$ cat src/source/krlt_pkg.sv
//**********************************************************************
// address map, reset values and field layouts of the link-training CSR
// lane count is fixed at four because the map is built around it
// struct fields are listed msb first, so bit 0 is the last member
//**********************************************************************
package krlt_pkg;

  localparam int num_lanes = 4;

  //********************************************************************
  // register addresses
  //********************************************************************
  localparam logic [7:0] addr_base    = 8'hC0;
  localparam logic [7:0] addr_reset   = 8'hC1;  // lane commands + tuning
  localparam logic [7:0] addr_status  = 8'hC2;  // read only
  localparam logic [7:0] addr_bertim0 = 8'hC3;
  localparam logic [7:0] addr_bertim1 = 8'hC4;
  localparam logic [7:0] addr_bertim2 = 8'hC5;
  localparam logic [7:0] addr_bertim3 = 8'hC6;
  localparam logic [7:0] addr_coef0   = 8'hC7;  // read only
  localparam logic [7:0] addr_coef1   = 8'hC8;
  localparam logic [7:0] addr_coef2   = 8'hC9;
  localparam logic [7:0] addr_coef3   = 8'hCA;

  //********************************************************************
  // register layouts
  //********************************************************************
  typedef struct packed {
    logic [2:0] max_post_step;
    logic       max_mode;
    logic       fixed_mode;
    logic [2:0] rx_dfe_mode;
    logic       only_inc_main;
    logic [2:0] rx_ctle_mode;
    logic [1:0] ctle_depth;
    logic       ovrd_coef_rx;
    logic       ovrd_lp_coef;
    logic       dis_init_pma;
    logic [2:0] equal_cnt;
    logic [3:0] prpo_step_cnt;
    logic [3:0] main_step_cnt;
    logic       pass_one;
    logic       quick_mode;
    logic       dis_max_wait_tmr;
    logic       lt_enable;
  } krlt_base_t;

  // upper part of the reset register, bits 24:16
  typedef struct packed {
    logic       use_full_time;
    logic       dec_post;
    logic [2:0] ctle_bias;
    logic       ctle_pass_ber;
    logic       dec_post_more;
    logic [1:0] dfe_extra;
  } krlt_tune_t;

  // lower part of the reset register, one bit per lane in each field
  typedef struct packed {
    logic [3:0] ovrd_rx_new;
    logic [3:0] lp_tx_upd_new;
    logic [3:0] reset_lt;
  } lane_cmd_t;

  typedef struct packed {
    logic [9:0] ber_m_time;
    logic [9:0] ber_k_time;
    logic [9:0] ber_time;
  } ber_time_t;

  typedef struct packed {
    logic fail_ctle;
    logic nolock_rxeq;
    logic train_lock_err;
    logic training_error;
    logic training_fail;
    logic training;
    logic lt_frame_lock;
    logic rx_trained;
  } lane_status_t;

  typedef logic [7:0] coef_update_t;
  typedef logic [6:0] coef_status_t;

  //********************************************************************
  // reset values
  //********************************************************************
  localparam krlt_base_t base_reset      = 32'h8008_5111;  // lt on, eq cnt 5
  localparam krlt_tune_t tune_reset      = 9'h050;         // ctle bias 5
  localparam ber_time_t  ber_default_sim = 30'h3;          // 3 frames
  localparam ber_time_t  ber_default_hw  = 30'h3C00;       // 15k frames

  // internal register access, one request per bus transfer
  typedef struct packed {
    logic        rd;
    logic        wr;
    logic [7:0]  addr;
    logic [31:0] wdata;
  } reg_req_t;

  typedef struct packed {
    logic [31:0] rdata;
    logic        err;
  } reg_rsp_t;

endpackage

$ cat src/source/krlt_apb_slave.sv
//**********************************************************************
// APB slave with zero wait states, pready is tied high
// prdata and pslverr are registered in setup and held for the access
// phase only, both read zero at any other time
//**********************************************************************
`timescale 1ns/1ps

module krlt_apb_slave (
  input  logic               clk,
  input  logic               reset,
  input  logic               psel,
  input  logic               penable,
  input  logic               pwrite,
  input  logic [7:0]         paddr,
  input  logic [31:0]        pwdata,
  output logic [31:0]        prdata,
  output logic               pready,
  output logic               pslverr,
  output krlt_pkg::reg_req_t req,
  input  krlt_pkg::reg_rsp_t rsp
);

  logic setup;  // first cycle of a transfer

  assign setup     = psel & ~penable;
  assign pready    = 1'b1;
  assign req.rd    = setup & ~pwrite;           // read data sampled in setup
  assign req.wr    = psel & penable & pwrite;   // write lands at end of access
  assign req.addr  = paddr;
  assign req.wdata = pwdata;

  // the address decode is valid from setup, so a write error is known
  // one cycle before the write strobe and shows during its access phase
  always_ff @(posedge clk or posedge reset) begin
    if (reset) begin
      prdata  <= '0;
      pslverr <= 1'b0;
    end else if (setup) begin
      prdata  <= rsp.rdata;  // already zero for writes and bad addresses
      pslverr <= rsp.err;
    end else begin
      prdata  <= '0;
      pslverr <= 1'b0;
    end
  end

endmodule

$ cat src/source/krlt_status_capture.sv
//**********************************************************************
// samples a per-lane payload on the rising edge of its "new" flag
// flag goes through a two-flop synchronizer, payload is taken as is,
// so it must hold steady around the flag edge
//**********************************************************************
`timescale 1ns/1ps

module krlt_status_capture #(
  parameter type payload_t = logic [7:0]
) (
  input  logic                                   clk,
  input  logic                                   reset,
  input  logic     [krlt_pkg::num_lanes-1:0]     new_flag,
  input  payload_t [krlt_pkg::num_lanes-1:0]     payload,
  output payload_t [krlt_pkg::num_lanes-1:0]     latched
);

  logic [krlt_pkg::num_lanes-1:0] flag_meta;  // first sync stage
  logic [krlt_pkg::num_lanes-1:0] flag_sync;
  logic [krlt_pkg::num_lanes-1:0] flag_dly;   // for edge detect
  logic [krlt_pkg::num_lanes-1:0] flag_rise;

  assign flag_rise = flag_sync & ~flag_dly;

  always_ff @(posedge clk or posedge reset) begin
    if (reset) begin
      flag_meta <= '0;
      flag_sync <= '0;
      flag_dly  <= '0;
      latched   <= '0;
    end else begin
      flag_meta <= new_flag;
      flag_sync <= flag_meta;
      flag_dly  <= flag_sync;
      for (int n = 0; n < krlt_pkg::num_lanes; n++) begin
        if (flag_rise[n]) begin
          latched[n] <= payload[n];
        end
      end
    end
  end

endmodule

$ cat src/source/krlt_regfile.sv
//**********************************************************************
// register storage, address decode and read mux
// response is combinational on the request, err depends on addr only
// writes to the status and coef words are dropped without an error
//**********************************************************************
`timescale 1ns/1ps

module krlt_regfile #(
  parameter krlt_pkg::ber_time_t ber_default = krlt_pkg::ber_default_sim
) (
  input  logic                                              clk,
  input  logic                                              reset,
  input  krlt_pkg::reg_req_t                                req,
  input  krlt_pkg::lane_status_t [krlt_pkg::num_lanes-1:0]  lane_status,
  input  krlt_pkg::coef_update_t [krlt_pkg::num_lanes-1:0]  lcl_upd,
  input  krlt_pkg::coef_update_t [krlt_pkg::num_lanes-1:0]  lp_upd,
  input  krlt_pkg::coef_status_t [krlt_pkg::num_lanes-1:0]  lcl_stat,
  input  krlt_pkg::coef_status_t [krlt_pkg::num_lanes-1:0]  lp_stat,
  input  krlt_pkg::lane_cmd_t                               cmd_now,
  output krlt_pkg::reg_rsp_t                                rsp,
  output krlt_pkg::krlt_base_t                              base,
  output krlt_pkg::krlt_tune_t                              tune,
  output krlt_pkg::ber_time_t    [krlt_pkg::num_lanes-1:0]  ber,
  output logic                                              cmd_wr,
  output krlt_pkg::lane_cmd_t                               cmd_data
);

  logic [1:0]  ber_idx;   // lane of a BER time access
  logic [1:0]  coef_idx;  // lane of a coef word access
  logic        hit_base;
  logic        hit_reset;
  logic        hit_ber;
  logic        hit_coef;
  logic [31:0] rd_word;

  assign ber_idx   = 2'(req.addr - krlt_pkg::addr_bertim0);
  assign coef_idx  = 2'(req.addr - krlt_pkg::addr_coef0);
  assign hit_base  = (req.addr == krlt_pkg::addr_base);
  assign hit_reset = (req.addr == krlt_pkg::addr_reset);
  assign hit_ber   = req.addr inside {[krlt_pkg::addr_bertim0 : krlt_pkg::addr_bertim3]};
  assign hit_coef  = req.addr inside {[krlt_pkg::addr_coef0 : krlt_pkg::addr_coef3]};

  //********************************************************************
  // read mux
  //********************************************************************
  always_comb begin
    rd_word = '0;
    rsp.err = 1'b0;
    if (hit_base) begin
      rd_word = base;
    end else if (hit_reset) begin
      rd_word[11:0]  = cmd_now;  // live command bits, not the written value
      rd_word[24:16] = tune;
    end else if (req.addr == krlt_pkg::addr_status) begin
      rd_word = lane_status;     // lane n in byte n
    end else if (hit_ber) begin
      rd_word[29:0] = ber[ber_idx];
    end else if (hit_coef) begin
      rd_word[7:0]   = lcl_upd[coef_idx];
      rd_word[14:8]  = lcl_stat[coef_idx];
      rd_word[23:16] = lp_upd[coef_idx];
      rd_word[30:24] = lp_stat[coef_idx];
    end else begin
      rsp.err = 1'b1;            // unmapped, rd_word stays zero
    end
    rsp.rdata = req.rd ? rd_word : '0;
  end

  //********************************************************************
  // register writes
  //********************************************************************
  always_ff @(posedge clk or posedge reset) begin
    if (reset) begin
      base <= krlt_pkg::base_reset;
      tune <= krlt_pkg::tune_reset;
      for (int n = 0; n < krlt_pkg::num_lanes; n++) begin
        ber[n] <= ber_default;
      end
    end else if (req.wr) begin
      if (hit_base) begin
        base <= req.wdata;
      end
      if (hit_reset) begin
        tune <= req.wdata[24:16];
      end
      if (hit_ber) begin
        ber[ber_idx] <= req.wdata[29:0];
      end
    end
  end

  // command bits live in krlt_lane_cmd, which owns the self-clear
  assign cmd_wr   = req.wr & hit_reset;
  assign cmd_data = req.wdata[11:0];

endmodule

$ cat src/source/krlt_lane_cmd.sv
//**********************************************************************
// self-clearing lane commands, each written bit is high two cycles
// a new write replaces all bits and restarts the clear timer
//**********************************************************************
`timescale 1ns/1ps

module krlt_lane_cmd (
  input  logic                clk,
  input  logic                reset,
  input  logic                cmd_wr,
  input  krlt_pkg::lane_cmd_t cmd_data,
  output krlt_pkg::lane_cmd_t cmd
);

  logic [1:0] clr_tmr;  // shifts toward bit 0, clear when bit 0 is set

  always_ff @(posedge clk or posedge reset) begin
    if (reset) begin
      cmd     <= '0;
      clr_tmr <= '0;
    end else if (cmd_wr) begin
      cmd     <= cmd_data;
      clr_tmr <= {|cmd_data, 1'b0};  // no timer for an all-zero write
    end else begin
      clr_tmr <= {1'b0, clr_tmr[1]};
      if (clr_tmr[0]) begin
        cmd <= '0;
      end
    end
  end

endmodule

$ cat src/source/krlt_csr_top.sv
//**********************************************************************
// link-training CSR block on APB, four lanes
// ber_default sets the BER time reset value, sim or full-length
//**********************************************************************
`timescale 1ns/1ps

module krlt_csr_top #(
  parameter krlt_pkg::ber_time_t ber_default = krlt_pkg::ber_default_sim
) (
  input  logic                                              clk,
  input  logic                                              reset,
  // APB
  input  logic                                              psel,
  input  logic                                              penable,
  input  logic                                              pwrite,
  input  logic [7:0]                                        paddr,
  input  logic [31:0]                                       pwdata,
  output logic [31:0]                                       prdata,
  output logic                                              pready,
  output logic                                              pslverr,
  // training engine status
  input  krlt_pkg::lane_status_t [krlt_pkg::num_lanes-1:0]  lane_status,
  input  logic                   [krlt_pkg::num_lanes-1:0]  lcl_tx_upd_new,
  input  logic                   [krlt_pkg::num_lanes-1:0]  lcl_tx_stat_new,
  input  logic                   [krlt_pkg::num_lanes-1:0]  lp_rx_upd_new,
  input  logic                   [krlt_pkg::num_lanes-1:0]  lp_rx_stat_new,
  input  krlt_pkg::coef_update_t [krlt_pkg::num_lanes-1:0]  lcl_txi_update,
  input  krlt_pkg::coef_status_t [krlt_pkg::num_lanes-1:0]  lcl_txi_status,
  input  krlt_pkg::coef_update_t [krlt_pkg::num_lanes-1:0]  lp_rxi_update,
  input  krlt_pkg::coef_status_t [krlt_pkg::num_lanes-1:0]  lp_rxi_status,
  // control outputs
  output krlt_pkg::krlt_base_t                              base,
  output krlt_pkg::krlt_tune_t                              tune,
  output krlt_pkg::ber_time_t    [krlt_pkg::num_lanes-1:0]  ber,
  output krlt_pkg::lane_cmd_t                               cmd
);

  krlt_pkg::reg_req_t                                req;
  krlt_pkg::reg_rsp_t                                rsp;
  krlt_pkg::coef_update_t [krlt_pkg::num_lanes-1:0]  lcl_upd;
  krlt_pkg::coef_update_t [krlt_pkg::num_lanes-1:0]  lp_upd;
  krlt_pkg::coef_status_t [krlt_pkg::num_lanes-1:0]  lcl_stat;
  krlt_pkg::coef_status_t [krlt_pkg::num_lanes-1:0]  lp_stat;
  logic                                              cmd_wr;
  krlt_pkg::lane_cmd_t                               cmd_data;

  krlt_apb_slave u_apb_slave (
    .clk, .reset, .psel, .penable, .pwrite, .paddr, .pwdata,
    .prdata, .pready, .pslverr, .req, .rsp
  );

  krlt_status_capture #(.payload_t(krlt_pkg::coef_update_t)) u_lcl_upd_cap (
    .clk, .reset, .new_flag(lcl_tx_upd_new), .payload(lcl_txi_update), .latched(lcl_upd)
  );
  krlt_status_capture #(.payload_t(krlt_pkg::coef_status_t)) u_lcl_stat_cap (
    .clk, .reset, .new_flag(lcl_tx_stat_new), .payload(lcl_txi_status), .latched(lcl_stat)
  );
  krlt_status_capture #(.payload_t(krlt_pkg::coef_update_t)) u_lp_upd_cap (
    .clk, .reset, .new_flag(lp_rx_upd_new), .payload(lp_rxi_update), .latched(lp_upd)
  );
  krlt_status_capture #(.payload_t(krlt_pkg::coef_status_t)) u_lp_stat_cap (
    .clk, .reset, .new_flag(lp_rx_stat_new), .payload(lp_rxi_status), .latched(lp_stat)
  );

  krlt_regfile #(.ber_default(ber_default)) u_regfile (
    .clk, .reset, .req, .lane_status, .lcl_upd, .lp_upd, .lcl_stat, .lp_stat,
    .cmd_now(cmd), .rsp, .base, .tune, .ber, .cmd_wr, .cmd_data
  );

  krlt_lane_cmd u_lane_cmd (
    .clk, .reset, .cmd_wr, .cmd_data, .cmd
  );

endmodule

$ cat config.mk
export PLATFORM = sky130hd
export DESIGN_NAME = krlt_csr_top
export DESIGN_NICKNAME = d
export VERILOG_FILES = /design/src/source/krlt_pkg.sv /design/src/source/krlt_apb_slave.sv /design/src/source/krlt_status_capture.sv /design/src/source/krlt_regfile.sv /design/src/source/krlt_lane_cmd.sv /design/src/source/krlt_csr_top.sv
export SDC_FILE = /design/constraint.sdc
export NUM_CORES = 1
export LEC_CHECK = 0
export ABC_AREA = 1
export ABC_CLOCK_PERIOD_IN_PS = 21100
export BUFFER_PORTS_ARGS = -buffer_cell sky130_fd_sc_hd__clkbuf_2
export CAP_MARGIN = 10
export CORE_MARGIN = 2
export CORE_UTILIZATION = 50
export DETAILED_ROUTE_END_ITERATION = 8
export PLACE_DENSITY_LB_ADDON = 0.05
export SYNTH_ARGS = -nofsm -noshare
export SYNTH_HDL_FRONTEND = slang
export SYNTH_SLANG_ARGS = --single-unit
$ cat constraint.sdc
create_clock -name clk -period 21.1 [get_ports clk]
set_input_delay 1.055 -clock clk [delete_from_list [all_inputs] [get_ports clk]]
set_output_delay 1.055 -clock clk [all_outputs]
set_load 0.02 [all_outputs]
==> results.txt, run 1 <==
The net count of the finished layout came out at 2634. Across every metal layer, demand over resource in global routing totals 30.6%. The via count of the first global-routing pass came out at 14.4k. Across the routed clock network, the largest skew measured is 0.00869 ns.

The cell at the root of the clock tree is clkbuf_16. Summed over all layers, the global routing overflow is 0. The region available for standard cell placement spans 33600 sq um.

Yosys attributes the largest share of cell area to dfrtp_1, nand2_1, inv_1, nand3_1, nor2_1. The number of sinks handled by clock tree synthesis is 376. The mapped cell area came out at 17100 sq um. The post-synthesis instance total is 2060. The tool flagged a number of max-cap violations equal to 0. The final count of pins violating max slew came out at 0. The count of pins on the block boundary came out at 420. The number of hold buffers added after CTS was 0. Counting cells, the worst reg-to-reg path comes to 8.

STA classifies the critical path endpoint as a flip-flop. Based on the critical path, the design can be clocked at up to 253 MHz. The number of cells traversed by the worst hold path came out at 0. The count of yosys warnings during synthesis is 0.

The area taken by multi-input logic gates is 6090 sq um. Setup repair after global routing left no endpoint under its margin. For this run, design rule violations remaining after detail routing come to 0. The number of antenna violations at the first check in global routing came out at 3.

Once the clock tree was built, the resizer swapped 0 gates to a different size. In the finished design, the share of the clock period the worst path needs comes to 18.7%. The starting density of the core is 50.9%. The number of cells in the finished layout apart from fillers is 2896. The library cells used most frequently in the layout, excluding fill and tap cells, are nand2_1, clkbuf_2, dfrtp_1. The register clock-pin slew on the reported worst setup and hold paths is 0.06 ns. STA puts the critical path data arrival time at 4.32 ns. At the later pin of the worst-skew pair, clock insertion delay measures 0.52 ns. After the first detailed-routing iteration, the DRC count stood at 1024. The die span in y is 189 microns.

The number of nets produced by synthesis is 2277. The leakage component of the power is 10.8 nW. TritonCTS built the clock tree. For hold timing, the worst endpoint is u_lp_upd_cap.flag_sync[2].

The count of buffers from port buffering is 418. The power density over cell area is 81.7 nW/um^2. In this run the critical register-to-register path is captured at u_apb_slave.prdata[1]. The die covers 35700 sq um.

The minimum clock period came out at 3.95 ns. The routed layout has 15.1k vias. The HPWL after detailed placement is 39.3 mm. The H-tree generated during clock tree synthesis spans 2 levels. For this block, the routed nets add up to 55.1 mm of wire.

The minimum setup slack among reg-to-reg paths is 19.71 ns. At the end of routability-driven placement, the weighted congestion stood at 0.898. The row count came out at 67. The largest net degree at the start of global routing is 172. The kind of start point of the critical path is an input pin.

In this run the worst hold path is classified as reg -> reg. The number of distinct library cell variants in the gate-level netlist after synthesis is 32. The post-CTS setup repair buffer count came out at 0. In this run the most critical hold path is launched from u_lp_upd_cap.flag_meta[2]. The detailed-routing iteration count for the pre-antenna-repair pass is 6. The residual antenna-violating net count after detailed routing came out at 0. Along the worst path, the maximum fanout reaches 65. The largest buffer count on any clock path came out at 3.

TritonCTS created 41 clock buffers. The worst-case IR drop observed on VDD is 70.8 uV. The die is 189 microns wide. The leading area contributor after synthesis is dfrtp_1. The hold violation count in the final report was 0. The per-instance average area after synthesis came out at 8.30 sq um. The worst max-slew margin expressed relative to the limit is 29.4%. The first global-routing pass estimated 83.5 mm of wire. The share of cells above drive strength 1 is 23.7%. At the pin with the least slew margin, the transition time is 1.06 ns. The critical path is of the in -> reg type. The count of placed standard cells including taps came out at 2821. From synthesis to final layout, the design area changed by 20.5%. The part of the Yosys area used for sequential elements came out at 55.1%. In the final layout, flip-flops and latches occupy 9430 sq um. The startpoint of the worst-slack reg-to-reg timing path is u_regfile.ber[1].

The worst path required time is 21.47 ns. After detailed routing, the number of vias per cell comes to 5.20. The library cell used most frequently in the layout, excluding fill and tap cells, is nand2_1. The number of flip-flops and latches in the synthesized netlist is 376. The count of fill cells added during filler insertion is 3033. The run finished with clean final reports. The average routed wire per standard cell came out at 19.0 microns. The fraction of post-synthesis cell area in the top cell type by area is 52.5%. The setup violation total in the final timing report came out at 0. Summed over all failing endpoints, the final setup total negative slack is 0 ns.
worst max-delay path, stage by stage:
cell and delay (ns):
buf_4 0.54, ha_1 0.33, nand2_1 0.13, nor2_4 0.84, nand2_2 0.65, inv_2 0.16
or2_1 0.39, o22ai_1 0.15
logic make-up after synthesis:
kind of cell | Yosys count | share of synthesized area [%]
AND/OR/NAND/NOR | 919 | 22.1
buffers and inverters | 378 | 9.30
multiplexers | 50 | 3.29
adder cells (fa/ha/maj) | 4 | 0.293
other | 1 | 0.0219
flip-flops | 376 | 55.1
AO/OA/AOI/OAI | 332 | 9.85
Yosys cell counts:
library cell and count:
nand2_1 513, dfrtp_1 359, inv_1 260, nor2_1 216
nand3_1 169, o21ai_1 141, a21oi_1 127, mux2_2 50
o21ai_0 49, buf_2 47, clkbuf_1 46, dfstp_2 17
buf_6 13, o22ai_1 12, buf_1 5, buf_4 4
ha_1 4, nand2_4 4, nor4_1 4, inv_2 3
nand2_2 3, nor2_4 3, nor2_2 2, a21oi_2 1
a31oi_1 1, conb_1 1, nand3_4 1, nand3b_2 1
nand4_1 1, nor2_8 1, o211ai_1 1, or2_1 1
registers in the layout, indices dropped and copies added, names as in the netlist, 9 cells and up:
| name | count |
|---|---|
| u_lp_stat_cap.latched | 28 |
| u_lcl_upd_cap.latched | 32 |
| u_regfile.base | 32 |
| u_lcl_stat_cap.latched | 28 |
| u_lane_cmd.cmd | 12 |
| u_regfile.tune | 9 |
| u_lp_upd_cap.latched | 32 |
| u_apb_slave.prdata | 32 |
| u_regfile.ber | 120 |
power breakdown:
part / internal, mW / total [mW] / leakage, nW / switching (mW)
Combinational: 0.0644 / 0.188 / 5.42 / 0.124
Clock: 0.425 / 0.710 / 0.641 / 0.285
Sequential: 0.764 / 0.785 / 4.74 / 0.0208
Total: 1.25 / 1.68 / 10.8 / 0.430
routing by layer:
metal	up-vias	track usage [%]	routed length, microns
met2	555	52.1	27400
li1	7199	-	-
met5	-	0	0
met4	0	8.74	1440
met3	81	6.25	4230
met1	7234	39.6	22000
area by class of cell:
cell class	instances	share of cell area, %
flip-flops and latches	376	45.8
inverters	263	4.83
multi-input cells	1306	29.5
clock inverters	13	0.826
well taps	448	2.72
clock buffers	59	5.55
diodes	2	0.0243
repair buffers	429	10.8
how the worst max path moves through the flow:
stage / end / slack [ns] / startpoint / cells past startpoint
floorplan: u_apb_slave.prdata[0] / 9.63 / reset / 1
global placement: u_apb_slave.prdata[10] / 16.67 / paddr[0] / 12
detailed placement: u_lane_cmd.cmd[4] / 16.64 / paddr[0] / 8
CTS: u_lane_cmd.cmd[1] / 17.18 / paddr[0] / 8
global route: u_lane_cmd.cmd[1] / 16.88 / paddr[0] / 8
finish: u_lane_cmd.cmd[1] / 17.16 / paddr[0] / 8
stage by stage:
step                util, %  total power, mW  setup WS, ns  instance area, sq um  hold slack (ns)
global placement       57.3            0.983         16.67                 19200            0.332
floorplan                 -            0.911          9.63                 17100            0.331
CTS                    61.3             1.69         17.18                 20600            0.341
detailed placement     57.3            0.987         16.64                 19300            0.335
finish                 61.3             1.68         17.16                 20600            0.343
global route           61.3             1.75         16.88                 20600            0.349
Power figures use the tool's default switching activity.
==> run 2, diff against run 1 <==
Settings changed: ABC_AREA 1 to 0, ABC_CLOCK_PERIOD_IN_PS 21100 to 3500, CORE_UTILIZATION 50 to 48.
Clock period 21.1 ns to 3.5 ns, I/O delays scaled along.
==> run 2 against run 1 <==
- hold slack got worse by 0.33 ns
- non-clock buffer count rose by 189
- total power grew to 6.2 times the previous value
- clock skew grew 0.012 ns
- first-iteration DRC count shrank 24%
- combinational power rose to 6.6 times the previous value
- clock-buffer cell count up 15
- cell count decreased by 25%
- utilization rose by 4.4 points
- via count fell by 20%
- sequential share of layout area shrank 2.6 points
- setup slack worse by 16 ns
==> results.txt, run 2 <==
The average routed wire per standard cell came out at 23.0 microns (+21%). The net count of the finished layout is 1902 (-28%). The HPWL after detailed placement is 34.9 mm (-11%).

The cell at the root of the clock tree is clkbuf_16. The DRC violations left came to 0 (unchanged). The number of flip-flops and latches in the synthesized netlist is 376 (unchanged). The count of pins on the block boundary came out at 420 (unchanged). TritonCTS built the clock tree. The peak supply drop is 384 uV (+440%). The endpoint class of the critical path is a flip-flop.

The number of distinct library cell variants in the gate-level netlist after synthesis came out at 37 (+16%). The residual antenna-violating net count after detailed routing was 0 (unchanged). The largest buffer count on any clock path came out at 3 (unchanged). The leakage component of the power was 10.4 nW (-3.5%). The critical path depth is 7 (-1). The wire length of the first global-routing pass was 75.9 mm (-9.1%).

The minimum setup slack among reg-to-reg paths came out at 1.84 ns (-17.87 ns). The signal on the critical path passes through dlygate4sd3_1 -> clkbuf_2 -> nand3_1 -> nor3_1 -> nand2_2 -> buf_4 -> mux2_2. The flip-flop count of the largest register after layout is 120 (unchanged). The synthesized design spends more area on one cell type than any other, namely dfrtp_1. The smallest clock period supported by the final layout is computed as 2.32 ns. The count of yosys warnings during synthesis is 0 (unchanged).

The clock skew after layout is 0.0204 ns (+0.0117 ns). In this run the critical register-to-register path is captured at u_lp_upd_cap.latched[6]. The pin slew with the least headroom to its limit is 1.01 ns (-0.0439 ns).

The top cell types in the final layout, fill and taps aside, are clkbuf_2, dfrtp_1, mux2_2. The most flop-heavy register is u_regfile.ber. The fraction of post-synthesis cell area in the top cell type by area is 55.8% (+3.3 points). The setup violation total in the final timing report came to 0 (unchanged). The detailed-routing iteration count for the pre-antenna-repair pass came out at 5 (-1).

The count of buffers from port buffering is 418 (unchanged). The horizontal die dimension was 187 microns (-0.97%). The per-instance average area after synthesis was 14.6 sq um (+75%). The global-route usage over all layers is 28.7% (-1.8 points). The share of cells above drive strength 1 came out at 51.2% (+28 points). The routability congestion estimate from global placement is 0.848 (-5.6%). The cell type group with the largest total delay on the critical path is buffers and inverters. The number of CTS-inserted buffers came out at 42 (+2.4%).

The number of antenna violations at the first check in global routing is 10 (+7). For this run, the leading register cell type out of synthesis is dfrtp_1. The hold violation count in the final report is 0 (unchanged). The post-synthesis instance total came out at 1106 (-46%).

The total of hold buffers inserted after clock tree synthesis is 169 (+169). The via count of the first global-routing pass came out at 12.6k (-12%). The flow ran to the end, and the final reports show no timing, DRC or antenna violations. The peak fanout along the critical path is 20 (-69%). The routed via count was 12.1k (-20%). In this run the most critical hold path is launched from pwdata[23]. The part of the Yosys area used for sequential elements is 58.6% (+3.5 points). The number of cells on the worst reg-to-reg path is 2 (-6). The starting density of the core came out at 48.4% (-2.5 points).

The wire length reported by the detailed router was 50.0 mm (-9.2%). The worst register-to-register path begins at u_lp_upd_cap.flag_sync[0]. Among all stages on the critical path, the largest delay is contributed by dlygate4sd3_1. The number of enable-type register cells in the synthesized netlist came out at 0 (unchanged). The power density over cell area is 474 nW/um^2 (+480%). The floorplan core area is 33300 sq um (-1.0%). The number of maximum-capacitance constraint violations is 0 (unchanged). The number of buffer and inverter stages on the critical path came out at 3 (+1).

The number of cells traversed by the worst hold path came to 2 (+2). Compared with the post-synthesis result, the final layout area differs by 35.8%. The path with the worst hold slack has its endpoint at u_regfile.ber[83]. The post-CTS setup repair buffer count came out at 0 (unchanged). The number of gates resized after cts came out at 0 (unchanged). The arrival time at the worst endpoint came out at 2.72 ns (-1.60 ns). The number of vias per cell after detailed routing came out at 5.56 (+6.8%). The final count of pins violating max slew is 0 (unchanged). The worst path setup slack after routing came out at 1.18 ns (-15.98 ns). The post-route worst hold slack is 0.0165 ns (-0.327 ns).

The worst max-slew margin expressed relative to the limit is 32.3% (+2.9 points). The path type of the worst setup path is in -> reg. The row count came out at 67 (unchanged). The largest net degree at the start of global routing came out at 91 (-47%). The worst hold-check path type is in -> reg. Sorting the synthesized cells by how often they occur yields dfrtp_1, mux2_2, nand2_1. The total global routing overflow is 0 (unchanged). The biggest cell delay along the critical path is 0.58 ns (-0.26 ns). The highest clock rate is 430 MHz. The die span in y came out at 187 microns (-0.97%). The kind of start point of the critical path is an input pin. The pre-CTS setup slack is 0.796 ns (-15.85 ns). The number of sinks handled by clock tree synthesis came out at 376 (unchanged). The final total power came out at 10.4 mW (+520%). The maximum level of the CTS H-tree came out at 2 (unchanged). The share of synthesized registers carrying an async set or reset was 100% (unchanged). The register clock-pin slew on the reported worst setup and hold paths came out at 0.06 ns (about the same). The final worst-path cycle share is 66.4%.

After synthesis, the cell types taking the most area are dfrtp_1, mux2_2, mux4_2, dfstp_2, nand2_1. The worst path required time is 3.90 ns (-17.57 ns). The mapped cell area is 16100 sq um (-5.9%). The count of fill cells added during filler insertion came to 2560 (-16%).

Setup repair after global routing left no endpoint under its margin. The share of the core filled with cells in the final layout came out at 65.7% (+4.4 points). The initial detailed-routing violation count came out at 783 (-24%). The clock latency at the later pin of the worst-skew pair came to 0.53 ns (about the same). The library cell used most frequently in the layout, excluding fill and tap cells, is clkbuf_2. The number of nets produced by synthesis is 1323 (-42%). The die outline area came out at 35000 sq um (-1.9%). Among all cell types in the netlist, the one instantiated most often is dfrtp_1.
-- run 2: changes by cell type after synthesis, moves of 25 or more --
cell	previous run	this run
mux2_2	50	281
a21oi_1	127	23
mux4_2	0	60
inv_1	260	6
o21ai_1	141	0
nand2_1	513	61
nor3_1	0	25
nor2_1	216	27
nand3_1	169	3
-- run 2: worst reg2reg max path: stages, from the launching register on --
cell	delay (ns)
dfrtp_1	0.34
nor2b_1	0.78
mux2_2	0.42
-- run 2: cell families after synthesis --
logic type	synth area share, %
flip-flops	58.6
multiplexers	28.1
AND/OR/NAND/NOR	4.98
AO/OA/AOI/OAI	5.65
buffers and inverters	2.38
adder cells (fa/ha/maj)	0.311
other	0.0233
-- run 2: worst max-delay path by stage --
stage / startpoint / to / slack [ns]
global route: penable / u_regfile.ber[47] / 1.06
detailed placement: paddr[0] / u_regfile.ber[47] / 0.80
global placement: paddr[1] / u_regfile.ber[36] / 0.83
CTS: penable / u_regfile.ber[47] / 1.21
floorplan: reset / u_apb_slave.prdata[0] / -1.71
finish: penable / u_regfile.ber[47] / 1.18
-- run 2: cell type report --
| class | instances | area [sq um] | area share (%) |
|---|---|---|---|
| diodes | 9 | 22.5 | 0.103 |
| clock inverters | 4 | 45.0 | 0.206 |
| clock buffers | 74 | 1320 | 6.02 |
| well taps | 448 | 561 | 2.56 |
| inverters | 7 | 30.0 | 0.137 |
| multi-input cells | 640 | 6330 | 29.0 |
| flip-flops and latches | 376 | 9430 | 43.1 |
| repair buffers | 618 | 4120 | 18.8 |
-- run 2: per-layer routing --
layer	routed length, microns	track usage (%)	share of wire, %
met4	2120	13.2	4.2
met1	19800	36.9	40
met3	3580	5.83	7.2
met2	24500	47.3	49
met5	9	0	0.018
-- run 2: where the power goes --
group / switching (mW) / internal (mW)
combinational: 0.596 / 0.659
clock: 1.71 / 2.61
sequential: 0.159 / 4.63
total: 2.47 / 7.90
-- run 2: through the flow --
| step | setup TNS [ns] | std cells | instance area, sq um |
|---|---|---|---|
| CTS | 0 | 2167 | 21800 |
| global route | 0 | 2176 | 21900 |
| detailed placement | 0 | 1920 | 18800 |
| finish | 0 | 2176 | 21900 |
| floorplan | -619.97 | 1106 | 16100 |
| global placement | 0 | 1920 | 18800 |
==> run 3, diff against run 2 <==
Settings changed: ABC_CLOCK_PERIOD_IN_PS 3500 to 2000.
Clock period 3.5 ns to 2 ns, I/O delays scaled along.
==> run 3 against run 2 <==
- sequential power grew 75%
- via count increased by 0.88%
- routed wire length increased by 0.99%
- first-iteration DRC count down 16%
- sequential cell count did not move
- sequential share of layout area down 1.3 points
- highest routed layer unchanged
- non-clock buffer count increased by 54
==> results.txt, run 3 (synthesis gave the netlist of run 2 again) <==
The final worst-path cycle share is 91.5%. The flip-flop count of the largest register after layout is 120 (unchanged). TritonCTS built the clock tree. The residual antenna-violating net count after detailed routing came out at 0 (unchanged).

The highest clock rate is 546 MHz. The worst path required time came out at 2.41 ns (-1.49 ns). The switching share of power came out at 24.3% (+0.46 points). The largest net degree at the start of global routing is 76 (-16%). The net count of the finished layout came out at 1955 (+2.8%). The worst max-slew margin expressed relative to the limit is 23.2% (-9.2 points).

The routability congestion estimate from global placement came out at 0.839 (-1.1%). The critical path in this run is classified as in -> reg. The run finished with clean final reports. The area growth from synthesis to layout came out at 40.0%. The count of pins on the block boundary came to 420 (unchanged). The number of antenna violations at the first check in global routing is 6 (-4).

The number of CTS-inserted buffers came out at 41 (-2.4%). The share of cells above drive strength 1 came to 53.1% (+1.9 points). The power density over cell area came to 796 nW/um^2 (+68%). The peak supply drop is 762 uV (+99%). The post-CTS setup repair buffer count is 0 (unchanged). The largest buffer count on any clock path was 3 (unchanged). The cell-internal power came to 13.6 mW (+72%).

The leading cell type in the layout, fill and taps excluded is clkbuf_2. The starting density of the core was 48.4% (unchanged). The sequential share of power is 46.7% (+0.5 points). The fraction of power consumed by the clock network came out at 40.1% (-1.6 points). The wire length reported by the detailed router came out at 50.5 mm (+0.99%). The number of vias per cell after detailed routing is 5.50 (-1.0%). The initial detailed-routing violation count came out at 656 (-16%). The final count of pins violating max slew came to 0 (unchanged). The horizontal die dimension was 187 microns (unchanged). The detailed-route wire length on metal 1 was 20.4 mm (+3.1%).

The net switching power came to 4.35 mW (+77%). Ranked by flip-flop count, first place goes to u_regfile.ber. The part of the power in combinational logic was 13.2% (+1.1 points).

The clock skew after layout came out at 0.0180 ns (-0.00243 ns). The register clock-pin slew on the reported worst setup and hold paths was 0.06 ns (about the same). The number of gates resized after cts is 0 (unchanged). The leakage component of the power was 10.8 nW (+3.4%). The setup violation total in the final timing report came out at 0 (unchanged). The detailed-routing iteration count for the pre-antenna-repair pass is 5 (unchanged).

The routed via count came to 12.2k (+0.88%). The routed length on met2 came out at 24.5 mm (+0.25%). The die span in y was 187 microns (unchanged). The average routed wire per standard cell came out at 22.8 microns (-0.92%). The library cells used most frequently in the layout, excluding fill and tap cells, are clkbuf_2, dfrtp_1, mux2_2. The worst hold path belongs to the class in -> reg. The hold violation count in the final report came out at 0 (unchanged).

The arrival time at the worst endpoint came to 2.24 ns (-0.48 ns). The root buffer cell chosen for the clock tree is clkbuf_16. The maximum level of the CTS H-tree was 2 (unchanged). Setup repair after global routing left no endpoint under its margin. The die outline area came out at 35000 sq um (unchanged).

The count of buffers from port buffering came out at 418 (unchanged). The total of hold buffers inserted after clock tree synthesis is 181 (+7.1%). The HPWL after detailed placement came out at 35.1 mm (+0.52%).

The floorplan core area was 33300 sq um (unchanged). The peak fanout along the critical path came out at 12 (-40%). The total global routing overflow came to 0 (unchanged). The wire length of the first global-routing pass came out at 78.5 mm (+3.4%). The worst setup path is captured at a flip-flop. The minimum clock period came out at 1.83 ns. The count of fill cells added during filler insertion is 2510 (-2.0%). The row count came out at 67 (unchanged). The routed length on met3 came to 3.94 mm (+9.9%).

The worst setup path is launched from an input pin. The number of sinks handled by clock tree synthesis came to 376 (unchanged). The clock latency at the later pin of the worst-skew pair came to 0.53 ns (about the same).

The DRC violations left is 0 (unchanged). The pin slew with the least headroom to its limit came out at 1.15 ns (+0.137 ns). The global-route usage over all layers came out at 29.3% (+0.58 points).

The final total power was 17.9 mW (+73%). The via count of the first global-routing pass came out at 13.0k (+3.0%). The share of the core filled with cells in the final layout is 67.7% (+2.0 points). The number of maximum-capacitance constraint violations came out at 0 (unchanged).

The highest routing layer actually used is met5.
==> run 3: cell types whose count changed in the layout (fill, tap and decap cells not counted), sizes merged <==
| cell | change |
|---|---|
| bufinv | -1 |
| buf | +42 |
| diode | -6 |
| dlygate4sd3 | +12 |
| clkinv | +2 |
| clkbuf | -7 |
==> run 3: path summary, 6_finish.rpt <==
path / startpoint / endpoint / slack [ns] / cells after the start
worst max-delay path: penable / u_regfile.ber[115] / 0.17 / 7
worst min-delay path: lane_status[12] / u_apb_slave.prdata[12] / 0.01 / 3
max in group asynchronous: reset / u_regfile.base[8] / 1.03 / 5
worst max register to register: u_lcl_upd_cap.latched[20] / u_apb_slave.prdata[4] / 0.47 / 3
worst min register to register: u_lcl_upd_cap.flag_meta[0] / u_lcl_upd_cap.flag_sync[0] / 0.34 / 0
min in group asynchronous: reset / u_lp_stat_cap.latched[14] / 0.12 / 3
==> run 3: stage by stage <==
step / setup WS, ns / instance area (sq um) / setup TNS [ns] / hold slack (ns) / instances
finish: 0.170 / 22500 / 0 / 0.0127 / 2218
detailed placement: -0.258 / 19400 / -10.78 / 0.122 / 1962
global placement: -0.170 / 19400 / -6.92 / 0.125 / 1962
global route: 0.0899 / 22500 / 0 / 0.0171 / 2217
CTS: 0.205 / 22500 / 0 / 0.00321 / 2215
floorplan: -3.14 / 16300 / -1155.95 / 0.131 / 1106
==> run 3: routing by layer <==
metal	vias to the layer above	global-route usage, %
met5	-	0
met4	4	9.31
met3	94	7.60
met2	438	48.4
met1	6269	38.2
li1	5394	-
==> run 3: critical path, stage by stage <==
cell and delay, ns:
dlygate4sd3_1 0.57, clkbuf_2 0.13, nand3_1 0.17, nor3_1 0.53
nand2_2 0.23, buf_12 0.21, mux2_2 0.28
==> run 3: cell type report <==
type	count	area, sq um	share of cell area (%)
clock buffer	67	1240	5.52
inverter	7	32.5	0.144
sequential	376	9430	41.9
timing repair buffer	672	4790	21.3
multi-input combinational	640	6430	28.5
antenna	3	7.51	0.0333
clock inverter	5	36.3	0.161
tap	448	561	2.49
==> run 3: power by group through the flow <==
| stage | registers (mW) | logic, mW | clock network, mW |
|---|---|---|---|
| after floorplan | 8.53 | 1.18 | 0 |
| after global placement | 8.49 | 2.05 | 0 |
| after detailed placement | 8.51 | 2.08 | 0 |
| after CTS | 8.38 | 2.37 | 7.31 |
| after global routing | 8.44 | 2.54 | 7.68 |
| final | 8.38 | 2.37 | 7.19 |
